--- src/verilog/reg_file.sv ---
`timescale 1ns/1ps

module reg_file (
    input  logic             clk,
    input  logic             rst_n_i,
    input  logic [ 4 : 0 ]   ra1_i,          // rs1 index
    input  logic [ 4 : 0 ]   ra2_i,          // rs2 index
    input  logic [ 4 : 0 ]   wa_i,           // rd index
    input  logic             we_i,           // Already gated by run
    input  logic [ 31 : 0 ]  wd_i,
    output logic [ 31 : 0 ]  rd1_o,
    output logic [ 31 : 0 ]  rd2_o
);

    logic [ 31 : 0 ] regs [ 32 ];

    always_ff @( posedge clk or negedge rst_n_i ) begin
        if ( !rst_n_i ) begin
            for ( int i = 0; i < 32; i++ ) begin
                regs[ i ] <= '0;
            end
        end else if ( we_i && ( wa_i != 5'd0 ) ) begin   // x0 writes dropped
            regs[ wa_i ] <= wd_i;
        end
    end

    // x0 hardwired to zero on both ports
    assign rd1_o = ( ra1_i == 5'd0 ) ? '0 : regs[ ra1_i ];
    assign rd2_o = ( ra2_i == 5'd0 ) ? '0 : regs[ ra2_i ];

endmodule

--- config.mk ---
export PLATFORM = sky130hd
export DESIGN_NAME = reg_file
export DESIGN_NICKNAME = d
export VERILOG_FILES = /design/src/verilog/reg_file.sv
export SDC_FILE = /design/constraint.sdc
export NUM_CORES = 2
export LEC_CHECK = 0
export BUFFER_PORTS_ARGS = -buffer_cell sky130_fd_sc_hd__buf_2
export CORE_MARGIN = 2
export CORE_UTILIZATION = 50
export DETAILED_ROUTE_END_ITERATION = 8
export PLACE_DENSITY = 0.66
export SETUP_SLACK_MARGIN = 0.02
export SLEW_MARGIN = 10
export SYNTH_ARGS = -nofsm -noshare
export SYNTH_HDL_FRONTEND = slang
export SYNTH_SLANG_ARGS = --single-unit
--- constraint.sdc ---
create_clock -name clk -period 4.5 [get_ports clk]
set_clock_uncertainty 0.05 [all_clocks]
set_input_delay 0.675 -clock clk [delete_from_list [all_inputs] [get_ports clk]]
set_output_delay 0.675 -clock clk [all_outputs]
set_load 0.01 [all_outputs]
After elaboration in Yosys (flattened, before gate mapping):

Cells that the tools add are included.

* bits in registers: 1024
* input bits: 50
* output and inout port bits: 64
* word-level logic and storage cells: 55

* order comparisons: 4
* multiplexer cells: 11
* bitwise logic cells: 3
* reduce and logical (&&, ||, !) cells: 5

Operator list (number)
* $bwmux W1024: 1
* $bmux W32 S5: 2
* $mux W32: 7
* $demux W32 S5: 1
* $ge A6 B6 Y1 const B: 3
* $not A5 Y6: 3
* $logic_not A5 Y1: 2
* $lt A6 B1 Y1 const B: 1
* $reduce_bool A5 Y1: 1
* $logic_and A1 B1 Y1: 2

Longest topological paths before layout:

* word-level depth: 6
* mapped depth: 7
* gate-level depth less buffers: 4

Worst setup path after synthesis:

Ideal clock, no wire load.

* path type: input port to output port
* start point: input port ra1_i[0]
* end point: output port rd1_o[0]
* data arrival time: 2.115 ns
* data required time: 3.775 ns
* slack: 1.660 ns
* stages: 7
* buffers on the path: 3
* cell sequence: buf_2 > inv_1 > buf_2 > buf_2 > nor2_1 > a22oi_1 > a311oi_1

* longest elaborated chain between the ends: 5
* elaborated cells on any way between the ends: 6
* classes of those cells: mux (4); bitwise (1); reduce/logical (1)

Ends and longest elaborated chain
* start, declared: line 6 `input logic [ 4 : 0 ] ra1_i,`
* $not A5 Y6 (not written as such): line 28 `assign rd1_o = ( ra1_i == 5'd0 ) ? '0 : regs[ ra1_i ];`
* $bmux W32 S5: line 28
* $mux W32 (not written as such) (2 in series): line 28
* $mux W32 *: line 28
* end, declared: line 11 `output logic [ 31 : 0 ] rd1_o,`

Every way passes the cells marked *; elsewhere a longest branch is shown, timed or not. The select of a mux whose other input is x is not followed.

Worst setup path in the final report:

* start point: input port ra1_i[0]
* end point: output port rd1_o[23]

The elaborated chain is that of the path after synthesis.

==> results by group <==
Final layout
  • Max FFs per register: between 1000 and 1500
  • Largest reg by FF count: regs
  • Fraction of layout cells with a size suffix above 1: 0.546
  • Regs by FF count: regs x1024
  • Area Overhead vs Synth: 11.7%
  • Final #Nets: ~3600

Route
  • Routed length per instance: about 35 um
  • DRC viols: 0
  • Final WL: 179 mm
  • Vias per inst: 7.08
  • Post-DRT Antenna Nets: 0
  • Drt pass-1 iters: 5
  • Vias post-DR: 36000
  • Iter 0 DRT Violations: 3738

CTS
  • CTS clk-pin slew, worst paths: 0.06 ns
  • CTS tree: done
  • Hold-fix buffers, CTS: 1
  • Buffer count from post-CTS setup fixing: 0
  • CTS resizes: 0
  • H-tree depth: 3
  • CTS Buffer Depth: 3
  • Clock Latency Late Sink: ~0.70 ns
  • Clock Root Buffer: clkbuf_16
  • Sink Count: 1024
  • CTS buffer count: 109

Worst setup path
  • Arrival @ worst endpoint: 3.29 ns
  • Crit end category: output pin
  • Worst R2R Start: regs[232]$_DFFE_PN0P_
  • FF-to-FF End: regs[232]$_DFFE_PN0P_
  • CP Max Fanout: 31
  • Reg2reg setup slack: 3.63 ns
  • Critical Path Sink: rd1_o[23]
  • Type of the worst setup path: in -> out
  • Cells on worst reg2reg path: 1
  • WP data required: 3.77 ns
  • Setup crit start kind: input pin
  • Crit path from: ra1_i[0]

Global route
  • Largest net degree at the start of global routing: 141
  • Vias in the first global route: 37700
  • First-pass GRT wire length: approximately 260 mm
  • Gr usage total: 0.323
  • GRT overflow: 0
  • Number of antenna violations at the first check in global routing: 15

Flow run
  • Number of max-cap violations: 0

Place
  • Pre-CTS setup slack: between 0.5 and 0.6 ns
  • Final GP Congestion: ~0.84
  • Port-buffer cells: 113
  • Dpl hpwl: 109 mm

Logic synthesis
  • Post-synth EDFFs: 0
  • Share of the synthesized area in the top cell type: 0.471
  • Netlist cell types: 35
  • Post-synthesis cell count: 3621
  • Syn_area_per_cell: 15.0 um^2
  • Yosys reg bits: slightly above 1000
  • Register area share after synthesis: 0.471
  • Top cells by area, synth: dfrtp_1 47%, mux2_2 22%, mux4_2 19%
  • Ys Warns: 0
  • Largest area contributor in the netlist: dfrtp_1
  • Most used DFF post-synth: dfrtp_1
  • Synthesized Nets: 3671
  • Synthesized cell area: 54400 um^2
  • Asr flop ratio synth: 1.00

Timing
  • Setup violators final: 0
  • Fin Setup TNS: 0 ns
  • Max-slew headroom: 0.210
  • Hold Fails Final Rpt: 0
  • Period utilization: 0.893
  • Worst hold slack: between 0.3 and 0.4 ns
  • Crit path time final: 4.02 ns
  • Unrepaired setup endpoints after global routing: no
  • Max Fclk: roughly 0.25 GHz
  • PnR worst setup slack: 0.483 ns
  • Max Slew Vio Count: 0
  • Least-Margin Pin Slew: about 1.2 ns

Status
  • Status: finished, final reports clean

Die
  • Initial Utilization: 0.506
  • Die Span Y: 334 um
  • Row cnt: 120
  • DIE AREA: 111000 um^2
  • Core Region: ~110000 um^2
  • Die width: about 330 um
  • # IOs: 114

Power
  • Pwr per Cell Area: 455 nW/um^2
  • Tot Pwr: between 20000 and 30000 uW
  • Leakage: 0.0261 uW
  • Max IR drop VDD: about 320 uV

Worst hold path
  • Hold WC Path Type: reg -> reg
[cell type report]
| cell class | count | area (um^2) |
|---|---|---|
| clock inverters | 43 | 634 |
| repair buffers | 280 | 2400 |
| multi-input cells | 2163 | 27000 |
| clock buffers | 162 | 3300 |
| well taps | 1403 | 1760 |
| flip-flops and latches | 1024 | 25600 |
| fillers | 8237 | 46800 |
| diodes | 5 | 12.5 |
| inverters | 2 | 10.0 |
[per-layer routing]
metal	up-vias	GRT usage	routed length (um)
li1	14000	-	-
met1	19500	0.441	71200
met2	1964	0.494	82700
met3	464	0.0800	16700
met4	18	0.145	8500
met5	-	0	103
[worst min-delay path by stage]
stage | endpoint | depth (start not counted) | from | slack [ns]
floorplan | regs[0]$_DFFE_PN0P_ | 0 | rst_n_i | 0.33
global placement | regs[1005]$_DFFE_PN0P_ | 0 | regs[1005]$_DFFE_PN0P_ | 0.33
detailed placement | regs[1003]$_DFFE_PN0P_ | 0 | regs[1003]$_DFFE_PN0P_ | 0.33
CTS | regs[993]$_DFFE_PN0P_ | 0 | regs[993]$_DFFE_PN0P_ | 0.35
global route | regs[1003]$_DFFE_PN0P_ | 0 | regs[1003]$_DFFE_PN0P_ | 0.36
finish | regs[1017]$_DFFE_PN0P_ | 0 | regs[1017]$_DFFE_PN0P_ | 0.34
[critical path, stage by stage]
cell and delay [ns]:
buf_6 0.41, clkinv_2 0.45, nor2_1 0.26, buf_4 0.25, a22oi_1 0.10, a311oi_1 0.80, buf_2 0.27
[cell usage after synthesis, types with 10 or more instances]
| library cell | n |
|---|---|
| nor2b_1 | 71 |
| a221oi_1 | 46 |
| nor2_1 | 19 |
| mux2i_1 | 128 |
| dfrtp_1 | 1024 |
| a22oi_1 | 64 |
| clkbuf_1 | 223 |
| buf_2 | 170 |
| nand2_1 | 49 |
| a311oi_1 | 64 |
| o2111ai_1 | 18 |
| mux4_2 | 448 |
| mux2_1 | 10 |
| o21ai_0 | 101 |
| buf_4 | 34 |
| mux2_2 | 1046 |
| a211oi_1 | 64 |
[metrics by stage]
stage | std cells | area (um^2) | util
2_1_floorplan | 3621 | 54400 | -
3_3_place_gp | 4871 | 56800 | 0.528
3_5_place_dp | 4871 | 56800 | 0.528
4_1_cts | 5077 | 60700 | 0.565
5_1_grt | 5079 | 60700 | 0.565
6_report | 5082 | 60700 | 0.565
[cells by family after synthesis]
family	after synthesis	share of synthesized area
DFF	1024	0.471
muxes	1632	0.428
AOI/OAI and AO/OA	366	0.0484
buffers and inverters	434	0.0363
and+or+nand+nor	165	0.0161
[layout by cell type, fill, tap and decap left out, types with 3 or more instances in the layout]
master and n:
a22oi_1 64, nor2_4 14, nand2_1 38, a311oi_1 64
a221oi_1 46, clkbuf_16 111, clkbuf_1 18, nand2b_1 3
nor2_1 5, buf_8 5, o21ai_0 101, clkinv_2 21
diode_2 5, dfrtp_1 1024, clkinvlp_4 4, nand2_2 11
bufinv_16 15, buf_2 106, nor2b_4 5, inv_6 3
buf_12 41, mux2i_1 128, o21ai_1 9, mux4_2 448
buf_4 125, or3_2 3, mux2_1 10, o2111ai_1 18
a211oi_1 64, nand4b_1 3, clkbuf_8 33, mux2_2 1046
nor2b_1 66
[power by group]
part | switching, uW | total [uW] | internal (uW)
Clock | 3880 | 9800 | 5920
Sequential | 1350 | 12300 | 11000
Combinational | 2270 | 5490 | 3230
Total | 7500 | 27600 | 20100
No activity file was read; power rests on OpenSTA's default activity.
