[config.mk]
export PLATFORM = sky130hd
export DESIGN_NAME = data_mem
export DESIGN_NICKNAME = d
export VERILOG_FILES = /design/src/verilog/rv_pkg.sv /design/src/verilog/data_mem.sv
export SDC_FILE = /design/constraint.sdc
export NUM_CORES = 2
export LEC_CHECK = 0
export ABC_AREA = 1
export BUFFER_PORTS_ARGS = -buffer_cell sky130_fd_sc_hd__buf_2
export CAP_MARGIN = 20
export CORE_MARGIN = 2
export CORE_UTILIZATION = 45
export CTS_CLUSTER_SIZE = 30
export DETAILED_ROUTE_END_ITERATION = 8
export SLEW_MARGIN = 20
export SYNTH_ARGS = -nofsm -noshare
export SYNTH_HDL_FRONTEND = slang
export SYNTH_SLANG_ARGS = --single-unit
[constraint.sdc]
create_clock -name clk -period 5.7 [get_ports clk]
set_clock_uncertainty 0.15 [all_clocks]
set_input_delay 1.425 -clock clk [delete_from_list [all_inputs] [get_ports clk]]
set_output_delay 1.425 -clock clk [all_outputs]
set_load 0.02 [all_outputs]
[src/verilog/rv_pkg.sv]
package rv_pkg;

    localparam int IMEM_DEPTH = 256;              // Instruction words
    localparam int IMEM_AW    = 8;                // Word index from PC bits 9:2
    localparam int DMEM_DEPTH = 64;               // Data words
    localparam int DMEM_AW    = 6;                // Word index from address bits 7:2

    // Major opcodes of the supported subset
    typedef enum logic [ 6 : 0 ] {
        OP_R      = 7'b0110011,                   // Register-register ALU
        OP_I      = 7'b0010011,                   // Register-immediate ALU
        OP_LOAD   = 7'b0000011,                   // lw
        OP_STORE  = 7'b0100011,                   // sw
        OP_BRANCH = 7'b1100011,                   // beq, bne
        OP_JAL    = 7'b1101111,
        OP_JALR   = 7'b1100111
    } opcode_e;

    typedef enum logic [ 1 : 0 ] {
        ALUOP_ADD    = 2'b00,                     // Address calc for lw/sw
        ALUOP_BRANCH = 2'b01,                     // Compare by subtraction
        ALUOP_FUNCT  = 2'b10                      // Decode funct3/funct7
    } alu_op_e;

    typedef enum logic [ 3 : 0 ] {
        ALU_ADD = 4'd0,
        ALU_SUB = 4'd1,
        ALU_AND = 4'd2,
        ALU_OR  = 4'd3,
        ALU_XOR = 4'd4,
        ALU_SLT = 4'd5,                           // Signed compare
        ALU_SLL = 4'd6,
        ALU_SRL = 4'd7
    } alu_ctrl_e;

    typedef enum logic [ 2 : 0 ] {
        IMM_I = 3'd0,
        IMM_S = 3'd1,
        IMM_B = 3'd2,
        IMM_J = 3'd3
    } imm_src_e;

endpackage

[src/verilog/data_mem.sv]
`timescale 1ns/1ps

module data_mem import rv_pkg::*; (
    input  logic             clk,
    input  logic             rst_n_i,
    input  logic             we_i,       // Store, gated by run
    input  logic [ 31 : 0 ]  addr_i,     // Byte address
    input  logic [ 31 : 0 ]  wd_i,
    output logic [ 31 : 0 ]  rd_o
);

    logic [ 31 : 0 ]          mem [ DMEM_DEPTH ];
    logic [ DMEM_AW - 1 : 0 ] idx;       // Word index, upper bits wrap

    assign idx = addr_i[ DMEM_AW + 1 : 2 ];

    always_ff @( posedge clk or negedge rst_n_i ) begin
        if ( !rst_n_i ) begin
            for ( int i = 0; i < DMEM_DEPTH; i++ ) begin
                mem[ i ] <= '0;
            end
        end else if ( we_i ) begin
            mem[ idx ] <= wd_i;
        end
    end

    assign rd_o = mem[ idx ];

    // Only whole-word stores, address comes from the ALU
    a_store_aligned : assert property (
        @( posedge clk ) disable iff ( !rst_n_i ) we_i |-> ( addr_i[ 1 : 0 ] == 2'b00 )
    ) else $error( "data_mem: misaligned store to %h", addr_i );

endmodule

# Word-level counts from Yosys, hierarchy flattened
# Cells that the tools add are included.
[totals]
input_bits = 67
out_inout_bits = 32
wordCells = 74
register_bits = 2048
[op_classes]
n_lt_le_gt_ge = 2
n_bitwise = 1
reduce_logical = 1
mux = 6
[op_table]
columns = ["operator", "n"]
rows = [
  ["2048-bit bitwise mux", 1],
  ["32-bit binary-select mux with 6-bit select", 1],
  ["32-bit demux with 6-bit select", 1],
  ["32-bit 2-to-1 mux", 3],
  ["7-bit greater-or-equal comparator, second input constant", 1],
  ["7-bit by 1-bit less-than comparator with 1-bit output, second input constant", 1],
  ["6-bit NOT with 7-bit output", 1],
  ["1-bit logical AND", 1],
]

# Longest topological paths before layout
[depth]
depth_word = 6
mapped_depth = 16
mapped_depth_nobuf = 11

# Worst setup path after synthesis
# No wires, ideal clock.
[synth_path]
path_type = "input -> output"
start = "in addr_i[2]"
end = "out rd_o[19]"
n_path_buf = 5
arrival_time_ns = 3.108
t_required_ns = 4.125
path_stages = 16
slack_ns = 1.017
cell_sequence = "buf_2 > buf_2 > inv_2 > buf_2 > clkbuf_1 > clkbuf_1 > nand2_1 > nand2_1 > nand2_1 > nand2_1 > nand2_1 > nand2_1 > nand2_1 > nand2_1 > nor2_1 > nand2_1"
[synth_via]
elab_chain_cells = 4
[synth_rtl]
columns = ["element", "line_no", "rtl"]
rows = [
  ["start: declaration", "data_mem.sv:7", "input logic [ 31 : 0 ] addr_i,"],
  ["6-bit NOT with 7-bit output (implied by the code)", "data_mem.sv:27", "assign rd_o = mem[ idx ];"],
  ["32-bit binary-select mux with 6-bit select", "data_mem.sv:27", ""],
  ["32-bit 2-to-1 mux (implied by the code) (2 in series)", "data_mem.sv:27", ""],
  ["end: declaration", "data_mem.sv:9", "output logic [ 31 : 0 ] rd_o"],
]
# Every way passes these cells. The select of a mux whose other input is x is not followed.

# Final worst setup path
[layout_path]
start = "in addr_i[2]"
end = "out rd_o[28]"
# The elaborated chain is that of the path after synthesis.

==> summary.txt <==
Routability cong.: 0.8733
Critical path, cell by cell: buf_8 -> buf_12 -> buf_4 -> nand2_1 -> o21ai_0 -> nand2_1 -> nand2_1 -> nand2_1 -> nand2_1 -> nand2_1 -> nand2_1 -> nor2_1 -> nand2_1 -> buf_2
Outcome: finished with violations
DR pass1 iterations: 9
Multi-input logic area: 0.04021 mm2
CTS Buf Count: 216
# DRC: 10
Power Density: 359.9 mW/mm2
Worst path slowest cell: buf_4
CP max stage delay: 0.41 ns
WP data arrival: 3.84 ns
Worst Hold Path Cells: 2
Final period utilization: 94.95%
Max reg flops: 2048
Vias: 84100
Post-cts sizing count: 0
Fraction of layout cells with a size suffix above 1: 6.532%
Syn Inst Count: 13130
Setup Buffers After CTS: 0
Area delta synth->final: 11.60%
Unrepaired setup endpoints after global routing: false
CTS tree: yes
Leakage: 55.28 nW
Setup Total Neg Slack: 0 ns
Syn Nets: 13200
Dpl cell area: 0.09976 mm2
FP Rows: 169
GRT overflow: 0
CTS root buffer: clkbuf_16
Synthesized area: 0.09592 mm2
Synth unique cells: 20
Req. time, crit path: 4.12 ns
Nature of the critical path endpoint: output pin
Sink Count: 2048
Finished Cell Area: 0.1070 mm2
Nets: 12790
Synthesis Warnings: 0
Core Box Area: 0.2121 mm2
Fillers: 20600
Largest regs: mem x2048
Max-cap violations: 0
Setup CP Type: in -> out
Period minus WS final: 5.412 ns
Worst Reg2Reg Path Length in Cells: 2
Worst slew pin tran: 1.078 ns
Total Power: 38.53 mW
Wire per inst: 20.77 um
Failing checks: DRC
DIE AREA: 0.2169 mm2
Post-route setup slack: 0.2876 ns
Largest net degree at the start of global routing: 128
Place WS: 0.3323 ns
Via/cell ratio: 5.345
Most Frequent Cell on Critical Path: nand2_1
Pins Over Slew Limit: 0
Clk pin slew, worst setup/hold paths: 0.06 ns
Finish-stage setup viols: 0
Worst skew pair latency: 0.87 ns
Ports: 99
Hold_ws: 0.3291 ns
Sequential fraction of the synthesis area: 53.43%
Largest reg by FF count: mem
Vias in the first global route: 80460
1st-iter DRT viols: 7895
Die width: 465.7 um
Critical path peak fanout: 109
H-tree levels: 4
Reg area: 0.05125 mm2
Die Ht: 465.7 um
Non-filler cells, final: 15740
Longest Clk Path Bufs: 3
Starting density of the core: 45.23%
Peak VDD IR: 0.3269 mV
Mean post-synth cell area: 7.306 um2
IO buf count: 72
Startpoint Class: primary input
Max Fclk: 0.1848 GHz
First-pass GRT wire length: 499600 um
Final Hold Fails: 0
Initial antenna violation count: 16
Inst Count DP: 15330
Slew margin rel.: 28.14%
Final core occ: 50.47%
WL final: 326900 um
#FFs+latches synth: 2048
Final ANT Viol Nets: 0
Hold Path Class: reg -> reg
CTS Hold Bufs: 0
HPWL after DPL: 194600 um
All-Layer GR Usage: 30.14%
[cells by family after synthesis]
logic type | share of synthesized area, %
flip-flops | 53.43
buffers and inverters | 4.976
AO/OA/AOI/OAI | 11.59
AND/OR/NAND/NOR | 30.00
[power by group]
part	internal [mW]	switching (mW)
Sequential	16.9	1.14
Clock	8.49	6.00
Combinational	2.13	3.90
[layout by cell type (no fill, tap or decap)]
master,count
dfrtp_1,2048
inv_6,4
o21ai_0,1342
nor3_4,5
buf_4,219
inv_8,3
nor3_2,4
nor4_4,2
nor2_4,30
buf_12,92
clkinv_8,1
o211ai_1,5
or2_2,2
o21ai_1,87
clkbuf_16,222
nand2_2,33
nand3_1,8
nand2_1,6681
inv_16,2
clkbuf_8,57
clkbuf_1,57
nand3_2,3
diode_2,8
nor2_1,860
a21oi_1,785
clkinvlp_4,2
buf_2,68
inv_1,190
bufinv_16,14
buf_8,3
clkinv_2,38
inv_2,39
[routing by layer]
| layer | global-route usage [%] | wire length (um) |
|---|---|---|
| met5 | 0 | 13 |
| met4 | 15.26 | 18430 |
| met3 | 3.978 | 20770 |
| met2 | 48.15 | 148000 |
| met1 | 40.37 | 139700 |
[cell type report]
type	count	share of cell area (%)
well taps	2821	3.297
clock buffers	336	6.122
flip-flops and latches	2048	47.87
multi-input cells	9847	37.57
diodes	8	0.01870
inverters	232	0.8345
clock inverters	61	0.6697
repair buffers	382	3.616
[worst paths after layout]
check,start,end,slack (ns)
worst max-delay path,addr_i[2],rd_o[28],0.29
worst min-delay path,mem[1149],mem[1149],0.33
worst max register to register,mem[1581],mem[1581],4.74
worst min register to register,mem[1149],mem[1149],0.33
max in group asynchronous,rst_n_i,mem[1641],3.49
min in group asynchronous,rst_n_i,mem[1803],0.47
[cell usage after synthesis]
| cell | n | area share [%] |
|---|---|---|
| nor4_4 | 2 | 0.044 |
| o211ai_1 | 5 | 0.039 |
| nor3_1 | 3 | 0.016 |
| or2_2 | 2 | 0.013 |
| inv_2 | 9 | 0.035 |
| nand2_1 | 6714 | 26 |
| dfrtp_1 | 2048 | 53 |
| a21oi_1 | 785 | 4.1 |
| nand3_1 | 9 | 0.047 |
| nand3_2 | 2 | 0.021 |
| inv_1 | 223 | 0.87 |
| clkbuf_1 | 856 | 3.3 |
| o21ai_1 | 87 | 0.45 |
| o21ai_0 | 1342 | 7.0 |
| nor3_2 | 6 | 0.063 |
| buf_4 | 3 | 0.023 |
| buf_1 | 39 | 0.15 |
| buf_2 | 104 | 0.54 |
| nor2_2 | 17 | 0.11 |
| nor2_1 | 873 | 3.4 |
[worst max-delay path: cells and delay by family]
kind,cells,cell delay [ns]
buffers and inverters,4,1.18
AND/OR/NAND/NOR,9,0.85
AO/OA/AOI/OAI,1,0.08
No activity file was read; power rests on OpenSTA's default activity.
